File: src/design/ice_bus_consts.svh
`ifndef ICE_BUS_CONSTS_SVH
`define ICE_BUS_CONSTS_SVH

// Frame limits
`define ICE_MAX_LEN     8'd15
`define ICE_NUM_DEV     2
`define ICE_NAK_DEPTH   4

// Device addresses, 'V' and 'E'
`define ICE_ADDR_QUERY  8'h56
`define ICE_ADDR_ECHO   8'h45

// Response bytes
`define ICE_NAK_CHAR    8'h4e
`define ICE_VERSION     8'h13
`define ICE_QUERY_LEN   8'd2

`endif

File: src/design/ice_bus_pkg.sv
package ice_bus_pkg;

	// One byte on the host link or a bus
	typedef logic [7:0] ice_char_t;

	// Frame kind, decoded once at the length byte
	typedef enum logic [1:0] {
		KIND_QUERY = 2'd0,
		KIND_ECHO  = 2'd1,
		KIND_NAK   = 2'd2
	} frame_kind_e;

	// Reason code, sent as the third NAK byte
	typedef enum logic [7:0] {
		NAK_BAD_ADDR = 8'd1,
		NAK_TOO_LONG = 8'd2
	} nak_reason_e;

	// One queued NAK
	// Address of the bad frame in the upper byte
	typedef struct packed {
		ice_char_t   addr;
		nak_reason_e reason;
	} nak_rec_t;

endpackage

File: src/design/ice_bus_if.sv
`timescale 1ns/100ps

// Master bus, parser to all devices
interface ma_bus_if import ice_bus_pkg::*; ();
	// Header fields, stable for the whole frame
	ice_char_t   ma_addr;
	frame_kind_e ma_kind;
	ice_char_t   ma_len;
	// Payload byte and its strobe
	ice_char_t   ma_data;
	logic        ma_data_valid;
	logic        ma_frame_valid;
	// NAK pulse and its reason
	logic        generate_nak;
	nak_reason_e nak_reason;

	modport master (output ma_addr, ma_kind, ma_len, ma_data, ma_data_valid,
		ma_frame_valid, generate_nak, nak_reason);
	modport device (input ma_addr, ma_kind, ma_len, ma_data, ma_data_valid,
		ma_frame_valid, generate_nak, nak_reason);
endinterface

// Slave bus, one per device
interface sl_bus_if import ice_bus_pkg::*; ();
	logic      sl_request;
	ice_char_t sl_data;
	logic      sl_last;
	logic      sl_grant;
	logic      sl_data_latch;

	modport device (output sl_request, sl_data, sl_last, input sl_grant, sl_data_latch);
	modport arbiter (input sl_request, sl_data, sl_last, output sl_grant, sl_data_latch);
endinterface

File: src/design/basics_responder.sv
`timescale 1ns/100ps
`include "ice_bus_consts.svh"

module basics_responder
	import ice_bus_pkg::*;
(
	input  logic     clk,
	input  logic     rst_n,
	ma_bus_if.device ma,
	sl_bus_if.device sl
);

	typedef enum logic [1:0] {
		ST_IDLE,
		ST_COLLECT,
		ST_SEND
	} state_e;

	state_e    state;
	ice_char_t idx;
	ice_char_t len_q;
	logic      is_echo;
	logic      take;
	ice_char_t echo_head;
	logic      echo_empty;
	logic      echo_full;
	logic      echo_push;
	logic      echo_pop;

	// Echo payload buffer, one full frame
	ice_fifo #(
		.item_t(ice_char_t),
		.DEPTH (`ICE_MAX_LEN + 1)
	) u_echo_fifo (
		.clk      (clk),
		.rst_n    (rst_n),
		.push     (echo_push),
		.push_item(ma.ma_data),
		.pop      (echo_pop),
		.head     (echo_head),
		.empty    (echo_empty),
		.full     (echo_full)
	);

	assign take      = sl.sl_grant && sl.sl_data_latch;
	assign echo_push = ma.ma_data_valid && is_echo && (state == ST_COLLECT) && !echo_full;
	// Bytes from index 2 on come out of the FIFO
	assign echo_pop  = take && is_echo && (idx >= 8'd2) && !echo_empty;

	assign sl.sl_request = (state == ST_SEND);
	assign sl.sl_last    = is_echo ? (idx == len_q + 8'd1) : (idx == 8'd3);

	// Response byte at the current index
	always_comb begin
		if (is_echo) begin
			case (idx)
				8'd0:    sl.sl_data = `ICE_ADDR_ECHO;
				8'd1:    sl.sl_data = len_q;
				default: sl.sl_data = echo_head;
			endcase
		end else begin
			case (idx)
				8'd0:    sl.sl_data = `ICE_ADDR_QUERY;
				8'd1:    sl.sl_data = `ICE_QUERY_LEN;
				8'd2:    sl.sl_data = `ICE_VERSION;
				default: sl.sl_data = 8'(`ICE_NUM_DEV);
			endcase
		end
	end

	always_ff @(posedge clk or negedge rst_n) begin
		if (!rst_n) begin
			state   <= ST_IDLE;
			idx     <= '0;
			len_q   <= '0;
			is_echo <= 1'b0;
		end else begin
			case (state)
				ST_IDLE: if (ma.ma_frame_valid && ma.ma_kind != KIND_NAK) begin
					is_echo <= (ma.ma_kind == KIND_ECHO);
					len_q   <= ma.ma_len;
					state   <= ST_COLLECT;
				end
				// Answer only once the frame has closed
				ST_COLLECT: if (!ma.ma_frame_valid) begin
					idx   <= '0;
					state <= ST_SEND;
				end
				ST_SEND: if (take) begin
					if (sl.sl_last)
						state <= ST_IDLE;
					else
						idx <= idx + 8'd1;
				end
				default: state <= ST_IDLE;
			endcase
		end
	end

endmodule

File: src/design/frame_parser.sv
`timescale 1ns/100ps
`include "ice_bus_consts.svh"

module frame_parser
	import ice_bus_pkg::*;
(
	input  logic      clk,
	input  logic      rst_n,
	input  ice_char_t rx_char,
	input  logic      rx_char_valid,
	ma_bus_if.master  ma
);

	typedef enum logic [1:0] {
		ST_ADDR,
		ST_LEN,
		ST_DATA
	} state_e;

	state_e      state;
	ice_char_t   remaining;
	frame_kind_e kind_d;
	nak_reason_e reason_d;

	// Kind decode from the stored address and the incoming length
	// Bad address wins over bad length
	always_comb begin
		kind_d   = KIND_NAK;
		reason_d = NAK_BAD_ADDR;
		if (ma.ma_addr == `ICE_ADDR_QUERY)
			kind_d = KIND_QUERY;
		else if (ma.ma_addr == `ICE_ADDR_ECHO)
			kind_d = KIND_ECHO;
		if (kind_d != KIND_NAK && rx_char > `ICE_MAX_LEN) begin
			kind_d   = KIND_NAK;
			reason_d = NAK_TOO_LONG;
		end
	end

	// Frame FSM and bus strobes
	always_ff @(posedge clk or negedge rst_n) begin
		if (!rst_n) begin
			state             <= ST_ADDR;
			remaining         <= '0;
			ma.ma_frame_valid <= 1'b0;
			ma.ma_data_valid  <= 1'b0;
			ma.generate_nak   <= 1'b0;
		end else begin
			// Strobes last one cycle
			ma.ma_data_valid <= 1'b0;
			ma.generate_nak  <= 1'b0;
			case (state)
				ST_ADDR: begin
					// Frame ended last cycle, close it here
					ma.ma_frame_valid <= 1'b0;
					if (rx_char_valid)
						state <= ST_LEN;
				end
				ST_LEN: if (rx_char_valid) begin
					ma.ma_frame_valid <= 1'b1;
					ma.generate_nak   <= (kind_d == KIND_NAK);
					remaining         <= rx_char;
					// Zero length, frame is one cycle
					state <= (rx_char == 8'd0) ? ST_ADDR : ST_DATA;
				end
				ST_DATA: if (rx_char_valid) begin
					// NAK payload swallowed
					ma.ma_data_valid <= (ma.ma_kind != KIND_NAK);
					remaining        <= remaining - 8'd1;
					if (remaining == 8'd1)
						state <= ST_ADDR;
				end
				default: state <= ST_ADDR;
			endcase
		end
	end

	// Header and payload fields
	always_ff @(posedge clk) begin
		if (rx_char_valid) begin
			case (state)
				ST_ADDR: ma.ma_addr <= rx_char;
				ST_LEN: begin
					ma.ma_kind    <= kind_d;
					ma.ma_len     <= rx_char;
					ma.nak_reason <= reason_d;
				end
				default: ma.ma_data <= rx_char;
			endcase
		end
	end

endmodule

File: src/design/ice_bus_top.sv
`timescale 1ns/100ps
`include "ice_bus_consts.svh"

module ice_bus_top
	import ice_bus_pkg::*;
(
	input  logic      clk,
	input  logic      rst_n,
	// Host receive side, one strobe per byte
	input  ice_char_t rx_char,
	input  logic      rx_char_valid,
	// Host transmit side
	output ice_char_t tx_char,
	output logic      tx_char_valid,
	input  logic      tx_char_ready
);

	// Master bus, broadcast to every device
	ma_bus_if ma_bus ();

	// Slave buses, index is the device number and its priority
	sl_bus_if sl_bus [`ICE_NUM_DEV] ();

	// Host bytes to frames
	frame_parser u_parser (
		.clk          (clk),
		.rst_n        (rst_n),
		.rx_char      (rx_char),
		.rx_char_valid(rx_char_valid),
		.ma           (ma_bus)
	);

	// Device 0, query and echo
	basics_responder u_basics (
		.clk  (clk),
		.rst_n(rst_n),
		.ma   (ma_bus),
		.sl   (sl_bus[0])
	);

	// Device 1, NAKs for bad frames
	nak_responder u_nak (
		.clk  (clk),
		.rst_n(rst_n),
		.ma   (ma_bus),
		.sl   (sl_bus[1])
	);

	// Responses back to the host
	resp_arbiter u_arbiter (
		.clk          (clk),
		.rst_n        (rst_n),
		.sl           (sl_bus),
		.tx_char      (tx_char),
		.tx_char_valid(tx_char_valid),
		.tx_char_ready(tx_char_ready)
	);

endmodule

File: src/design/ice_fifo.sv
`timescale 1ns/100ps

module ice_fifo #(
	parameter type item_t = logic [7:0],
	parameter int  DEPTH  = 4
) (
	input  logic  clk,
	input  logic  rst_n,
	input  logic  push,
	input  item_t push_item,
	input  logic  pop,
	output item_t head,
	output logic  empty,
	output logic  full
);

	localparam int AW = (DEPTH > 1) ? $clog2(DEPTH) : 1;
	localparam int CW = $clog2(DEPTH + 1);

	item_t mem [DEPTH];
	logic [AW-1:0] wr_ptr;
	logic [AW-1:0] rd_ptr;
	logic [CW-1:0] count;
	logic do_push;
	logic do_pop;

	// Push when full is dropped, pop when empty ignored
	assign do_push = push && !full;
	assign do_pop  = pop && !empty;

	assign empty = (count == '0);
	assign full  = (count == CW'(DEPTH));
	assign head  = mem[rd_ptr];

	// Storage
	always_ff @(posedge clk) begin
		if (do_push)
			mem[wr_ptr] <= push_item;
	end

	// Pointers wrap at DEPTH, which need not be a power of two
	always_ff @(posedge clk or negedge rst_n) begin
		if (!rst_n) begin
			wr_ptr <= '0;
			rd_ptr <= '0;
			count  <= '0;
		end else begin
			if (do_push)
				wr_ptr <= (wr_ptr == AW'(DEPTH - 1)) ? '0 : wr_ptr + 1'b1;
			if (do_pop)
				rd_ptr <= (rd_ptr == AW'(DEPTH - 1)) ? '0 : rd_ptr + 1'b1;
			if (do_push && !do_pop)
				count <= count + 1'b1;
			else if (do_pop && !do_push)
				count <= count - 1'b1;
		end
	end

endmodule

File: src/design/nak_responder.sv
`timescale 1ns/100ps
`include "ice_bus_consts.svh"

module nak_responder
	import ice_bus_pkg::*;
(
	input  logic     clk,
	input  logic     rst_n,
	ma_bus_if.device ma,
	sl_bus_if.device sl
);

	nak_rec_t   head;
	nak_rec_t   new_rec;
	logic       empty;
	logic       full;
	logic       req;
	logic [1:0] idx;
	logic       take;

	// Record built from the header, valid with generate_nak
	assign new_rec = '{addr: ma.ma_addr, reason: ma.nak_reason};

	// Pending NAKs
	// Extra NAKs beyond the depth are lost
	ice_fifo #(
		.item_t(nak_rec_t),
		.DEPTH (`ICE_NAK_DEPTH)
	) u_nak_fifo (
		.clk      (clk),
		.rst_n    (rst_n),
		.push     (ma.generate_nak && !full),
		.push_item(new_rec),
		.pop      (take && sl.sl_last),
		.head     (head),
		.empty    (empty),
		.full     (full)
	);

	assign take          = sl.sl_grant && sl.sl_data_latch;
	assign sl.sl_request = req;
	assign sl.sl_last    = (idx == 2'd2);

	// 'N', address, reason
	always_comb begin
		case (idx)
			2'd0:    sl.sl_data = `ICE_NAK_CHAR;
			2'd1:    sl.sl_data = head.addr;
			default: sl.sl_data = head.reason;
		endcase
	end

	// Request drops after each record, one idle cycle before the next
	always_ff @(posedge clk or negedge rst_n) begin
		if (!rst_n) begin
			req <= 1'b0;
			idx <= '0;
		end else if (take) begin
			if (sl.sl_last) begin
				req <= 1'b0;
				idx <= '0;
			end else begin
				idx <= idx + 2'd1;
			end
		end else if (!req && !empty) begin
			req <= 1'b1;
		end
	end

endmodule

File: src/design/resp_arbiter.sv
`timescale 1ns/100ps
`include "ice_bus_consts.svh"

module resp_arbiter
	import ice_bus_pkg::*;
(
	input  logic      clk,
	input  logic      rst_n,
	sl_bus_if.arbiter sl [`ICE_NUM_DEV],
	output ice_char_t tx_char,
	output logic      tx_char_valid,
	input  logic      tx_char_ready
);

	localparam int GW = (`ICE_NUM_DEV > 1) ? $clog2(`ICE_NUM_DEV) : 1;

	logic [`ICE_NUM_DEV-1:0]      req_vec;
	logic [`ICE_NUM_DEV-1:0]      last_vec;
	ice_char_t [`ICE_NUM_DEV-1:0] data_vec;
	logic [GW-1:0]                grant_idx;
	logic [GW-1:0]                pick;
	logic                         busy;
	logic                         latch;

	// Flatten the bus array, grant and latch go to one device only
	for (genvar g = 0; g < `ICE_NUM_DEV; g++) begin : g_dev
		assign req_vec[g]          = sl[g].sl_request;
		assign last_vec[g]         = sl[g].sl_last;
		assign data_vec[g]         = sl[g].sl_data;
		assign sl[g].sl_grant      = busy && (grant_idx == GW'(g));
		assign sl[g].sl_data_latch = latch && (grant_idx == GW'(g));
	end

	// Lowest requesting index wins
	always_comb begin
		pick = '0;
		for (int i = `ICE_NUM_DEV - 1; i >= 0; i--) begin
			if (req_vec[i])
				pick = GW'(i);
		end
	end

	// One byte per ready cycle, latch and tx strobe together
	assign latch         = busy && req_vec[grant_idx] && tx_char_ready;
	assign tx_char       = data_vec[grant_idx];
	assign tx_char_valid = latch;

	// Grant held until the last byte is taken
	always_ff @(posedge clk or negedge rst_n) begin
		if (!rst_n) begin
			busy      <= 1'b0;
			grant_idx <= '0;
		end else if (!busy) begin
			if (|req_vec) begin
				busy      <= 1'b1;
				grant_idx <= pick;
			end
		end else if (latch && last_vec[grant_idx]) begin
			busy <= 1'b0;
		end
	end

endmodule

File: config.mk
export PLATFORM = sky130hd
export DESIGN_NAME = ice_bus_top
export DESIGN_NICKNAME = d
export VERILOG_FILES = /design/src/design/ice_bus_pkg.sv /design/src/design/ice_bus_if.sv /design/src/design/basics_responder.sv /design/src/design/frame_parser.sv /design/src/design/ice_bus_top.sv /design/src/design/ice_fifo.sv /design/src/design/nak_responder.sv /design/src/design/resp_arbiter.sv
export VERILOG_INCLUDE_DIRS = /design/src /design/src/design
export SDC_FILE = /design/constraint.sdc
export NUM_CORES = 1
export LEC_CHECK = 0
export BUFFER_PORTS_ARGS = -buffer_cell sky130_fd_sc_hd__buf_2
export CORE_ASPECT_RATIO = 0.8
export CORE_MARGIN = 5
export CORE_UTILIZATION = 52
export CTS_BUF_LIST = sky130_fd_sc_hd__clkbuf_16
export CTS_CLUSTER_DIAMETER = 40
export DETAILED_ROUTE_END_ITERATION = 8
export GPL_TIMING_DRIVEN = 0
export PLACE_DENSITY_LB_ADDON = 0.15
export RECOVER_POWER = 100
export SLEW_MARGIN = 20
export SYNTH_ARGS = -nofsm -noshare
export SYNTH_HDL_FRONTEND = slang
export SYNTH_HIERARCHICAL = 1
export SYNTH_SLANG_ARGS = --single-unit
File: constraint.sdc
create_clock -name clk -period 4.4 [get_ports clk]
set_input_delay 0.44 -clock clk [delete_from_list [all_inputs] [get_ports clk]]
set_output_delay 0.44 -clock clk [all_outputs]
set_load 0.01 [all_outputs]
# Word-level counts from Yosys, hierarchy flattened

Memories as Yosys holds them, arrays and structs flattened.
Index checks and enable logic that the tools add are counted.

Memories kept: 2
Output and inout port bits: 9
Input port bits: 12
Memory bits (writable): 192
Word-level logic and storage cells: 200
Bits in registers: 91

Multiplexer cells: 60
Add/sub/neg operators: 12
Eq/ne operators: 33
Bitwise operators: 3
Order comparisons: 3
Reduce and logical (&&, ||, !) cells: 63

Memories:

| name                     | words | bits a word | rd ports | clocked after memory_dff | write ports | line           | source |
|---|---|---|---|---|---|---|---|
| u_basics.u_echo_fifo.mem | 16    | 8           | 1        | 0                        | 1           | ice_fifo.sv:20 | `item_t mem [DEPTH];` |
| u_nak.u_nak_fifo.mem     | 4     | 16          | 1        | 0                        | 1           | ice_fifo.sv:20 |  |

Operator list:

| kind                                                   | number |
|---|---|
| two-way mux 8 bit                                      | 8 |
| one-hot mux 8 bit (2 select lines)                     | 4 |
| two-way mux 2 bit                                      | 16 |
| logical AND 1 bit                                      | 28 |
| two-way mux 1 bit                                      | 22 |
| adder 8 x 1 -> 8 bit (second input constant)           | 2 |
| equality test 8 x 1 -> 1 bit (second input constant)   | 2 |
| equality test 8 x 2 -> 1 bit (second input constant)   | 2 |
| equality test 8 x 7 -> 1 bit (second input constant)   | 2 |
| logical NOT 8 bit                                      | 2 |
| inequality test 2 bit (second input constant)          | 7 |
| one-hot mux 7 bit (2 select lines)                     | 1 |
| AND reduction 2 bit                                    | 7 |
| equality test 2 bit (second input constant)            | 6 |
| one-hot mux 2 bit (3 select lines)                     | 2 |
| AND reduction 4 bit                                    | 3 |
| nonzero test 2 bit                                     | 6 |
| two-way mux 5 bit                                      | 2 |
| inequality test 2 x 1 -> 1 bit (second input constant) | 5 |
| logical NOT 1 bit                                      | 9 |
| adder 4 x 1 -> 4 bit (second input constant)           | 2 |
| equality test 2 x 1 -> 1 bit (second input constant)   | 4 |
| equality test 4 bit (second input constant)            | 2 |
| equality test 8 bit                                    | 1 |
| other kinds (20)                                       | 29 |

# Depth between registers and ports, before layout

Gate-level depths: netlist of run 1.

Depth in word-level cells: 14
Gate-level depth with buffers: 15

# Cells and area by module

Netlist of run 1, hierarchy kept.

By module, submodules not included:

| module                          | cells an instance | area an instance (um^2) | times used | sequential area each (um^2) |
|---|---|---|---|---|
| ice_fifo (u_basics.u_echo_fifo) | 327               | 5919.4                  | 1          | 4169.0 |
| ice_fifo (u_nak.u_nak_fifo)     | 121               | 2757.6                  | 1          | 2097.0 |
| frame_parser                    | 138               | 1780.5                  | 1          | 1166.1 |
| basics_responder                | 176               | 1492.7                  | 1          | 475.5 |
| nak_responder                   | 34                | 281.5                   | 1          | 75.1 |
| resp_arbiter                    | 25                | 250.2                   | 1          | 50.0 |

# Least setup slack after synthesis of run 1

No wires, ideal clock.

Path type: reg2reg
Start point: reg u_basics.state[0]
End point: reg u_basics.u_echo_fifo.count[4]
Cell stages (with the launch flop): 16
Path buffers: 1
Path slack: 1.233 ns
Arrival time: 3.087 ns
Clock period less this slack: 3.167 ns
Setup time: 0.080 ns
Cells stage by stage: dfrtp_1 > nor2b_1 > clkbuf_1 > mux2i_2 > nor3_1 > nand2_1 > a2111oi_0 > o21a_1 > inv_2 > ha_1 > inv_1 > ha_1 > a21o_1 > a21oi_1 > mux2i_1 > xnor2_1

Longest elaborated chain between the ends: 14
Elaborated cells on any way between the ends: 21
Classes of those cells: eq/ne: 2; mux: 3; reduce/logical: 16

RTL lines:

| item                                                      | line                   | source |
|---|---|---|
| start: declaration                                        | basics_responder.sv:19 | `state_e state;` |
| start signal: assignment                                  | basics_responder.sv:73 | `state <= ST_IDLE;` |
| start signal: assignment                                  | basics_responder.sv:82 | `state <= ST_COLLECT;` |
| start signal: assignment                                  | basics_responder.sv:87 | `state <= ST_SEND;` |
| equality test 2 bit (*)                                   | basics_responder.sv:50 | `assign sl.sl_request = (state == ST_SEND);` |
| via sl_bus[0].sl_request                                  | ice_bus_if.sv:25       | `logic sl_request;` |
| two-way mux 1 bit (not written as such) (*) (2 in series) | resp_arbiter.sv:44     | `assign latch = busy && req_vec[grant_idx] && tx_char_ready;` |
| logical AND 1 bit (*) (2 in series)                       | resp_arbiter.sv:44     |  |
| logical AND 1 bit (*)                                     | resp_arbiter.sv:31     | `assign sl[g].sl_data_latch = latch && (grant_idx == GW'(g));` |
| via sl_bus[0].sl_data_latch                               | ice_bus_if.sv:29       | `logic sl_data_latch;` |
| logical AND 1 bit (*)                                     | basics_responder.sv:45 | `assign take = sl.sl_grant && sl.sl_data_latch;` |
| logical AND 1 bit (*) (3 in series)                       | basics_responder.sv:48 | `assign echo_pop = take && is_echo && (idx >= 8'd2) && !echo_empty;` |
| via u_basics.echo_pop                                     | basics_responder.sv:28 | `logic echo_pop;` |
| logical AND 1 bit (*)                                     | ice_fifo.sv:29         | `assign do_pop = pop && !empty;` |
| logical NOT 1 bit                                         | ice_fifo.sv:52         | `if (do_push && !do_pop)` |
| logical AND 1 bit                                         | ice_fifo.sv:52         |  |
| two-way mux 5 bit or nonzero test 2 bit (tied branches)   | --                     |  |
| end signal: assignment                                    | ice_fifo.sv:53         | `count <= count + 1'b1;` |
| end signal: assignment                                    | ice_fifo.sv:55         | `count <= count - 1'b1;` |
| end: declaration                                          | ice_fifo.sv:23         | `logic [CW-1:0] count;` |

The timed path passes the listed nets; every way through them passes the cells marked *. The select of a mux whose other input is x is not followed.
A chain may end at the register's enable or synchronous reset.

# Final worst setup path of run 1

Start point: reg u_basics.u_echo_fifo.rd_ptr[1]
End point: out tx_char[0]

Longest elaborated chain between the ends: 5

RTL lines:

| item                                                  | line                   | source |
|---|---|---|
| start: declaration                                    | ice_fifo.sv:22         | `logic [AW-1:0] rd_ptr;` |
| start signal: assignment                              | ice_fifo.sv:51         | `rd_ptr <= (rd_ptr == AW'(DEPTH - 1)) ? '0 : rd_ptr + 1'b1;` |
| memory read (16 x 8 bit)                              | --                     |  |
| via u_basics.echo_head[0]                             | basics_responder.sv:24 | `ice_char_t echo_head;` |
| one-hot mux 8 bit (2 select lines)                    | basics_responder.sv:56 | `case (idx)` |
| two-way mux 8 bit                                     | basics_responder.sv:55 | `if (is_echo) begin` |
| via sl_bus[0].sl_data[0]                              | ice_bus_if.sv:26       | `ice_char_t sl_data;` |
| two-way mux 8 bit (not written as such) (2 in series) | resp_arbiter.sv:45     | `assign tx_char = data_vec[grant_idx];` |
| end: declaration                                      | ice_bus_top.sv:13      | `output ice_char_t tx_char,` |

The timed path passes the listed nets, and every way through them passes these cells. The select of a mux whose other input is x is not followed.

==> reports/qor.csv, run 1 <==
stage;metric;value;unit
yosys;ys_top_cells_by_count;220 x edfxtp_1, 57 x dfrtp_1, 51 x nand2_1;
die;die_area;27200;µm²
sta;fin_crit;3.90;ns
cells_and_area;final_net_count;916;
placement;place_hpwl;18.2;mm
pwr;p_per_area;476;nW/µm²
pwr;seqPwrFrac;50.0;%
worst_setup_path;critPathMaxFanout;10;
worst_setup_path;worst-r2r-setup-slack;0.53;ns
placement;gp_congestion;0.854;
clock_tree;clock_latency;0.56;ns
worst_setup_path;start_kind;flop;
worst_setup_path;path_class;flop to output pin;
route;routedWlPerCell;21.9;µm
min_path;hp-class;input port to flop;
clock_tree;cts_sinks;277;
yosys;synth-warning-count;6;
yosys;synth_edf_count;220;
yosys;synthTopCellsByArea;edfxtp_1 53%, dfrtp_1 11%, mux4_2 7.2%;
route;ant_nets;0;
grt;gr-total-overflow;0;
yosys;synthCells;821;
pwr;combPwrFrac;9.7;%
placement;placed_cells;1157;
clock_tree;clk_pin_slew;0.06;ns
sta;clock_skew;0.0141;ns
sta;tns;0;ns
sta;relSlewSlack;-120;%
route;vias_per_cell;5.95;
die;start_util;53.1;%
yosys;async_reset_ff_share;20.6;%
die;coreArea;23500;µm²
yosys;synth_ff_type;edfxtp_1;
yosys;synthDistinctLibCells;81;
yosys;synth_top_area_share;52.9;%
route;drc;0;
pwr;switching_share;25.5;%
yosys;synthMostInstantiatedCell;edfxtp_1;
worst_setup_path;required;3.96;ns
clock_tree;cts_setup_buffers;0;
grt;antenna_found_initial;1;
grt;grt_pass1_wl;42.4;mm
die;die_y;149;µm
pwr;ir_worst_vdd;0.000311;V
die;core.rowCount;50;
sta;fmax;256;MHz
sta;hold_violations;0;
placement;portBuffers;19;
cells_and_area;finalNonFillerCells;1215;
pwr;leakage;0.00498;µW
outcome;status;finished, violations left;
worst_setup_path;crit_arrival;3.46;ns
clock_tree;clock_path_buffers;3;
clock_tree;cts_buffers;31;
cells_and_area;drive_gt1_share;20.2;%
cells_and_area;insertedDiodeCount;0;
flow_run;cap_violations;1;
grt;grt_pass1_vias;7475;
pwr;switching_power;1700;µW
clock_tree;htreeDepth;1;
route;drtPass1Iterations;6;
pwr;p_clk_share;40.3;%
grt;grt_start_max_net_pins;58;
yosys;synth.yosys.seq_area_share;64.4;%
grt;grt_usage;20.0;%
min_path;worstHoldPathCells;3;
route;drt_wl_total;26.6;mm
yosys;syn_avg_cell_area;15.2;µm²
pwr;internal_power;4960;µW
die;io_pins;21;
pwr;total_power;6660;µW
worst_setup_path;r2r_cells;15;
cells_and_area;area_delta_synth_final;12.1;%
sta;tightest_slew;3.29;ns
sta;finalHoldWorstSlack;0.228;ns
clock_tree;cts_root_buf;clkbuf_16;
route;via_count;7225;
sta;rsz0062_at_grt;false;
die;die_w;183;µm
sta;setup_viol;0;
yosys;ys_ff_latch;277;
route;first_iter_violations;675;
yosys;syn-cell-area;12500;µm²
sta;slew_violations;58;
yosys;yosys.area.top_type;edfxtp_1;
clock_tree;cts_tree;yes;
outcome;violations;capacitance limit, slew limit;
sta;fin_crit_sh;88.6;%
worst_setup_path;endpoint_kind;output pin;
## worst max-delay path, stage by stage, from the launching register on
cell	delay (ns)
dfrtp_1	0.36
buf_6	0.16
buf_6	0.17
buf_6	0.17
clkbuf_1	0.51
mux4_2	0.41
a221o_1	0.32
nand3b_1	0.15
nand3_1	0.09
o21ai_0	0.10
mux2_2	0.30
clkbuf_1	0.14
## state kept, by name (all words and copies together) (netlist names), 2 cells and up
register	flops
u_parser/ma.ma_addr	8
u_parser/ma.ma_kind	2
u_nak/u_nak_fifo/rd_ptr	2
u_basics/idx	8
u_basics/u_echo_fifo/mem	128
u_basics/u_echo_fifo/wr_ptr	4
u_basics/u_echo_fifo/rd_ptr	4
u_parser/ma.nak_reason	2
u_parser/ma.ma_data	8
u_nak/idx	2
u_parser/state	2
u_parser/remaining	8
u_basics/u_echo_fifo/count	5
u_nak/u_nak_fifo/count	3
u_parser/ma.ma_len	8
u_nak/u_nak_fifo/wr_ptr	2
u_basics/len_q	8
u_basics/state	2
u_nak/u_nak_fifo/mem	64
## layer usage
metal	GRT usage (%)	vias up	part of all wire, %
li1	-	3238	-
met1	31.0	3743	48
met2	30.5	216	45
met3	3.25	28	5.5
met4	3.76	0	1.2
met5	0	-	0
## repair_timing
item	in CTS	in global routing
resized for setup	0	0
endpoints found under the setup margin	0	0
hold buffers	1	0
endpoints found under the hold margin	57	0
## cell type report
type                    instances  area, µm²
flip-flops and latches        277       8030
clock inverters                26        315
clock buffers                  31        776
multi-input cells             463       3950
repair buffers                 20       87.6
inverters                      40        153
well taps                     312        390
fillers                      1831       9530
plain buffers                  46        298
## placed cells by master (no fill, tap or decap), drive strengths merged, types with 3 or more instances in the layout
cell type and count:
edfxtp 220, clkbuf 64, dfrtp 57, nand2 52, inv 47, mux4 40
nor2 39, mux2 36, nand3 34, buf 32, a21oi 26, o21ai 26
ha 23, nor2b 17, nor3 13, mux2i 13, nand2b 13, xnor2 12
clkinv 11, o22ai 9, and2 9, a21o 8, o221ai 8, a221o 8
conb 6, or4 6, bufinv 5, nor4 5, a22o 5, o31ai 4
xor2 4, nor3b 4, and3 4, o311ai 4, clkinvlp 3, nand4 3
## path summary, 6_finish.rpt
kind,start,to
min in group asynchronous,rst_n,u_basics/u_echo_fifo/count[4]
max in group asynchronous,rst_n,u_parser/remaining[1]
max,u_basics/u_echo_fifo/rd_ptr[1],tx_char[0]
max reg2reg,u_basics/state[0],u_basics/u_echo_fifo/count[4]
min,rx_char_valid,u_parser/ma.ma_data_valid
min reg2reg,u_parser/ma.ma_len[4],u_basics/len_q[4]
## power by group through the flow
stage	registers, µW	logic, µW	clock network [µW]
global placement	3360	617	0
finish	3330	643	2680
detailed placement	3380	663	0
global route	3360	722	2850
floorplan	3290	508	0
CTS	3330	667	2720
## per-stage QoR
step | setup WS, ns | utilization [%] | cell area [µm²]
2_1_floorplan | 1.23 | - | 12500
3_3_place_gp | 0.605 | 55.2 | 13000
3_5_place_dp | 0.544 | 55.3 | 13000
4_1_cts | 0.530 | 60.0 | 14100
5_1_grt | 0.0484 | 59.5 | 14000
6_report | 0.500 | 59.5 | 14000
## cells by family after synthesis
family                   count (synthesis)  share of synthesized area (%)
flip-flops                             277                           64.4
AND/OR/NAND/NOR                        209                           8.99
AO/OA/AOI/OAI                          118                           7.10
multiplexers                            89                           11.9
buffers and inverters                   86                           3.88
adder cells (fa/ha/maj)                 25                           2.63
XOR/XNOR                                16                           1.12
other                                    1                         0.0300
No activity file was read; power rests on OpenSTA's default activity.
==> run 2: changes to the inputs <==
--- a/config.mk
+++ b/config.mk
@@ -15,7 +15,7 @@
 export DETAILED_ROUTE_END_ITERATION = 8
 export GPL_TIMING_DRIVEN = 0
 export PLACE_DENSITY_LB_ADDON = 0.15
-export RECOVER_POWER = 100
+export RECOVER_POWER = 25
 export SLEW_MARGIN = 20
 export SYNTH_ARGS = -nofsm -noshare
 export SYNTH_HDL_FRONTEND = slang
==> run 2 against run 1 <==
The run now ends clean. Utilization rose by 0.37 points. Critical path depth grew 4. Sequential power is essentially flat. Die area stayed put. Fmax rose by 1.1%. Global-route usage unchanged. Worst hold slack improved by 0.0021 ns. Power grew 0.15%. Sequential cell count unchanged. Largest power group unchanged.
==> reports/qor.csv, run 2 (same netlist as run 1, synthesis figures left out) <==
stage;metric;value;unit;change
placement;gp_congestion;0.854;;unchanged
grt;grt_usage;20.0;%;unchanged
route;ant_nets;0;;unchanged
route;vias_per_cell;5.93;;-0.24%
clock_tree;htreeDepth;1;;unchanged
placement;place_hpwl;18.2;mm;unchanged
cells_and_area;largest_register_ffs;128;;unchanged
sta;fmax;259;MHz;+1.1%
worst_setup_path;crit_arrival;4.34;ns;+0.88 ns
pwr;leakage;0.00505;µW;+1.6%
sta;tns;0;ns;unchanged
cells_and_area;area_delta_synth_final;12.8;%;
sta;setup_viol;0;;unchanged
worst_setup_path;r2r_cells;15;;unchanged
min_path;whs_endpoint;u_parser/ma.ma_data_valid;;
pwr;p_per_area;473;nW/µm²;-0.47%
worst_setup_path;r2r-end;u_basics/u_echo_fifo/count[4];;
cells_and_area;regArea;8030;µm²;unchanged
grt;grt_pass1_vias;7475;;unchanged
worst_setup_path;critPathMaxFanout;11;;+1
min_path;worstHoldPathCells;3;;unchanged
grt;grt_pass1_wl;42.4;mm;unchanged
route;routedWlPerCell;21.8;µm;about the same
worst_setup_path;crit_chain;nor2b_1, clkbuf_1, mux2i_2, nor3_1, nand2_1, a2111oi_0, o21a_1, inv_2, ha_1, inv_1, ha_1, a21o_1, a21oi_1, mux2i_1, xnor2_1;;
worst_setup_path;worst-r2r-setup-slack;0.54;ns;about the same
die;core.rowCount;50;;unchanged
grt;antenna_found_initial;1;;unchanged
clock_tree;clock_latency;0.56;ns;about the same
die;start_util;53.1;%;unchanged
worst_setup_path;start_kind;flop;;
cells_and_area;mostFrequentLayoutCells;220 x edfxtp_1, 57 x dfrtp_1, 51 x nand2_1, 40 x inv_1, 40 x mux4_2;;
clock_tree;clock_path_buffers;3;;unchanged
worst_setup_path;cpLargestDelayFamily;compound AO/OA/AOI/OAI gates;;
worst_setup_path;crit_top_cell;ha_1;;
worst_setup_path;path_class;flop to flop;;
cells_and_area;largest-register;u_basics/u_echo_fifo/mem;;
worst_setup_path;cpMaxStageDelayCell;clkbuf_1;;
cells_and_area;insertedDiodeCount;0;;unchanged
sta;clock_skew;0.0126;ns;-0.00152 ns
cells_and_area;multi_input_area;4000;µm²;+1.5%
die;die_w;183;µm;unchanged
min_path;hp-class;input port to flop;;
grt;grt_start_max_net_pins;58;;unchanged
sta;tightest_slew;0.985;ns;-2.31 ns
worst_setup_path;reg2reg_from;u_basics/state[0];;
outcome;status;finished clean;;
clock_tree;cts_buffers;31;;unchanged
cells_and_area;drive_gt1_share;22.5;%;+2.3 points
pwr;ir_worst_vdd;0.000311;V;about the same
sta;rsz0062_at_grt;false;;
route;via_count;7208;;-0.24%
sta;fin_crit_sh;87.7;%;-0.93 points
cells_and_area;layout_commonest_cell;edfxtp_1;;
cells_and_area;final_area;14100;µm²;+0.63%
worst_setup_path;required;4.88;ns;+0.92 ns
sta;slew_violations;0;;-100%
placement;place_area;13000;µm²;unchanged
die;die_area;27200;µm²;unchanged
cells_and_area;final_net_count;916;;unchanged
worst_setup_path;critPathMaxStageDelay;0.46;ns;-0.05 ns
cells_and_area;num-fill-cells;1813;;-0.98%
clock_tree;cts_sinks;277;;unchanged
worst_setup_path;worstPathBufferInverterCount;3;;-2
cells_and_area;largestRegisters;u_basics/u_echo_fifo/mem (128), u_nak/u_nak_fifo/mem (64);;
route;drt_wl_total;26.5;mm;about the same
die;io_pins;21;;unchanged
sta;relSlewSlack;34.3;%;+150 points
clock_tree;cts_tree;yes;;
sta;hold_violations;0;;unchanged
grt;gr-total-overflow;0;;unchanged
clock_tree;cts_root_buf;clkbuf_16;;
placement;portBuffers;19;;unchanged
route;first_iter_violations;597;;-12%
clock_tree;clk_pin_slew;0.06;ns;about the same
route;drc;0;;unchanged
flow_run;cap_violations;0;;-1
worst_setup_path;endpoint_kind;flop;;
die;coreArea;23500;µm²;unchanged
min_path;min_from;rx_char_valid;;
route;drtPass1Iterations;5;;-1
die;die_y;149;µm;unchanged
sta;fin_crit;3.86;ns;-0.0408 ns
## run 2: layer usage
metal | share of wire, % | wire length (µm) | track usage (%) | vias up
met4 | 1.2 | 326 | 3.76 | 0
met5 | 0 | 0 | 0 | -
met2 | 45 | 12000 | 30.5 | 195
met3 | 5.5 | 1450 | 3.25 | 28
met1 | 48 | 12700 | 31.0 | 3745
li1 | - | - | - | 3240
## run 2: how the worst max path moves through the flow
stage,startpoint,endpoint,slack (ns),cells after the start
after global routing,u_basics/state[1],u_basics/u_echo_fifo/count[4],0.07,15
after CTS,u_basics/state[1],u_basics/u_echo_fifo/count[4],0.53,15
after global placement,u_basics/state[1],u_basics/u_echo_fifo/count[4],0.60,15
after floorplan,u_basics/state[0],u_basics/u_echo_fifo/count[4],1.23,15
final,u_basics/state[0],u_basics/u_echo_fifo/count[4],0.54,15
after detailed placement,u_basics/state[1],u_basics/u_echo_fifo/count[4],0.54,15
## run 2: cell type report
| class | count | area share (%) |
|---|---|---|
| plain buffers | 46 | 2.25 |
| clock buffers | 31 | 5.51 |
| well taps | 312 | 2.77 |
| flip-flops and latches | 277 | 57.0 |
| repair buffers | 20 | 0.693 |
| multi-input cells | 463 | 28.4 |
| inverters | 40 | 1.08 |
| clock inverters | 26 | 2.24 |
## run 2: tightest hold or removal path, delay by kind of cell
family	cells	cell delay (ns)
buffers and inverters	1	0.12
AND/OR/NAND/NOR	2	0.19
## run 2: report_power, final
part           internal, µW  switching (µW)  total, µW
Sequential             3090             246       3330
Combinational           271             383        654
Clock                  1610            1080       2680
Total                  4960            1700       6670
## run 2: through the flow
step | std cells | setup WS (ns) | total power, µW | hold slack (ns) | utilization, %
final | 1215 | 0.541 | 6670 | 0.230 | 59.9
after global routing | 1215 | 0.0716 | 6940 | 0.217 | 59.9
after CTS | 1215 | 0.530 | 6720 | 0.138 | 60.0
after detailed placement | 1157 | 0.544 | 4040 | 0.474 | 55.3
after global placement | 1157 | 0.605 | 3980 | 0.473 | 55.2
after floorplan | 826 | 1.23 | 3800 | 0.144 | -
## run 2: what timing repair did
action / CTS / global route
buffers inserted: 0 / 0
hold endpoints to repair: 57 / 0
gates resized for setup: 0 / 0
hold buffers: 1 / 0
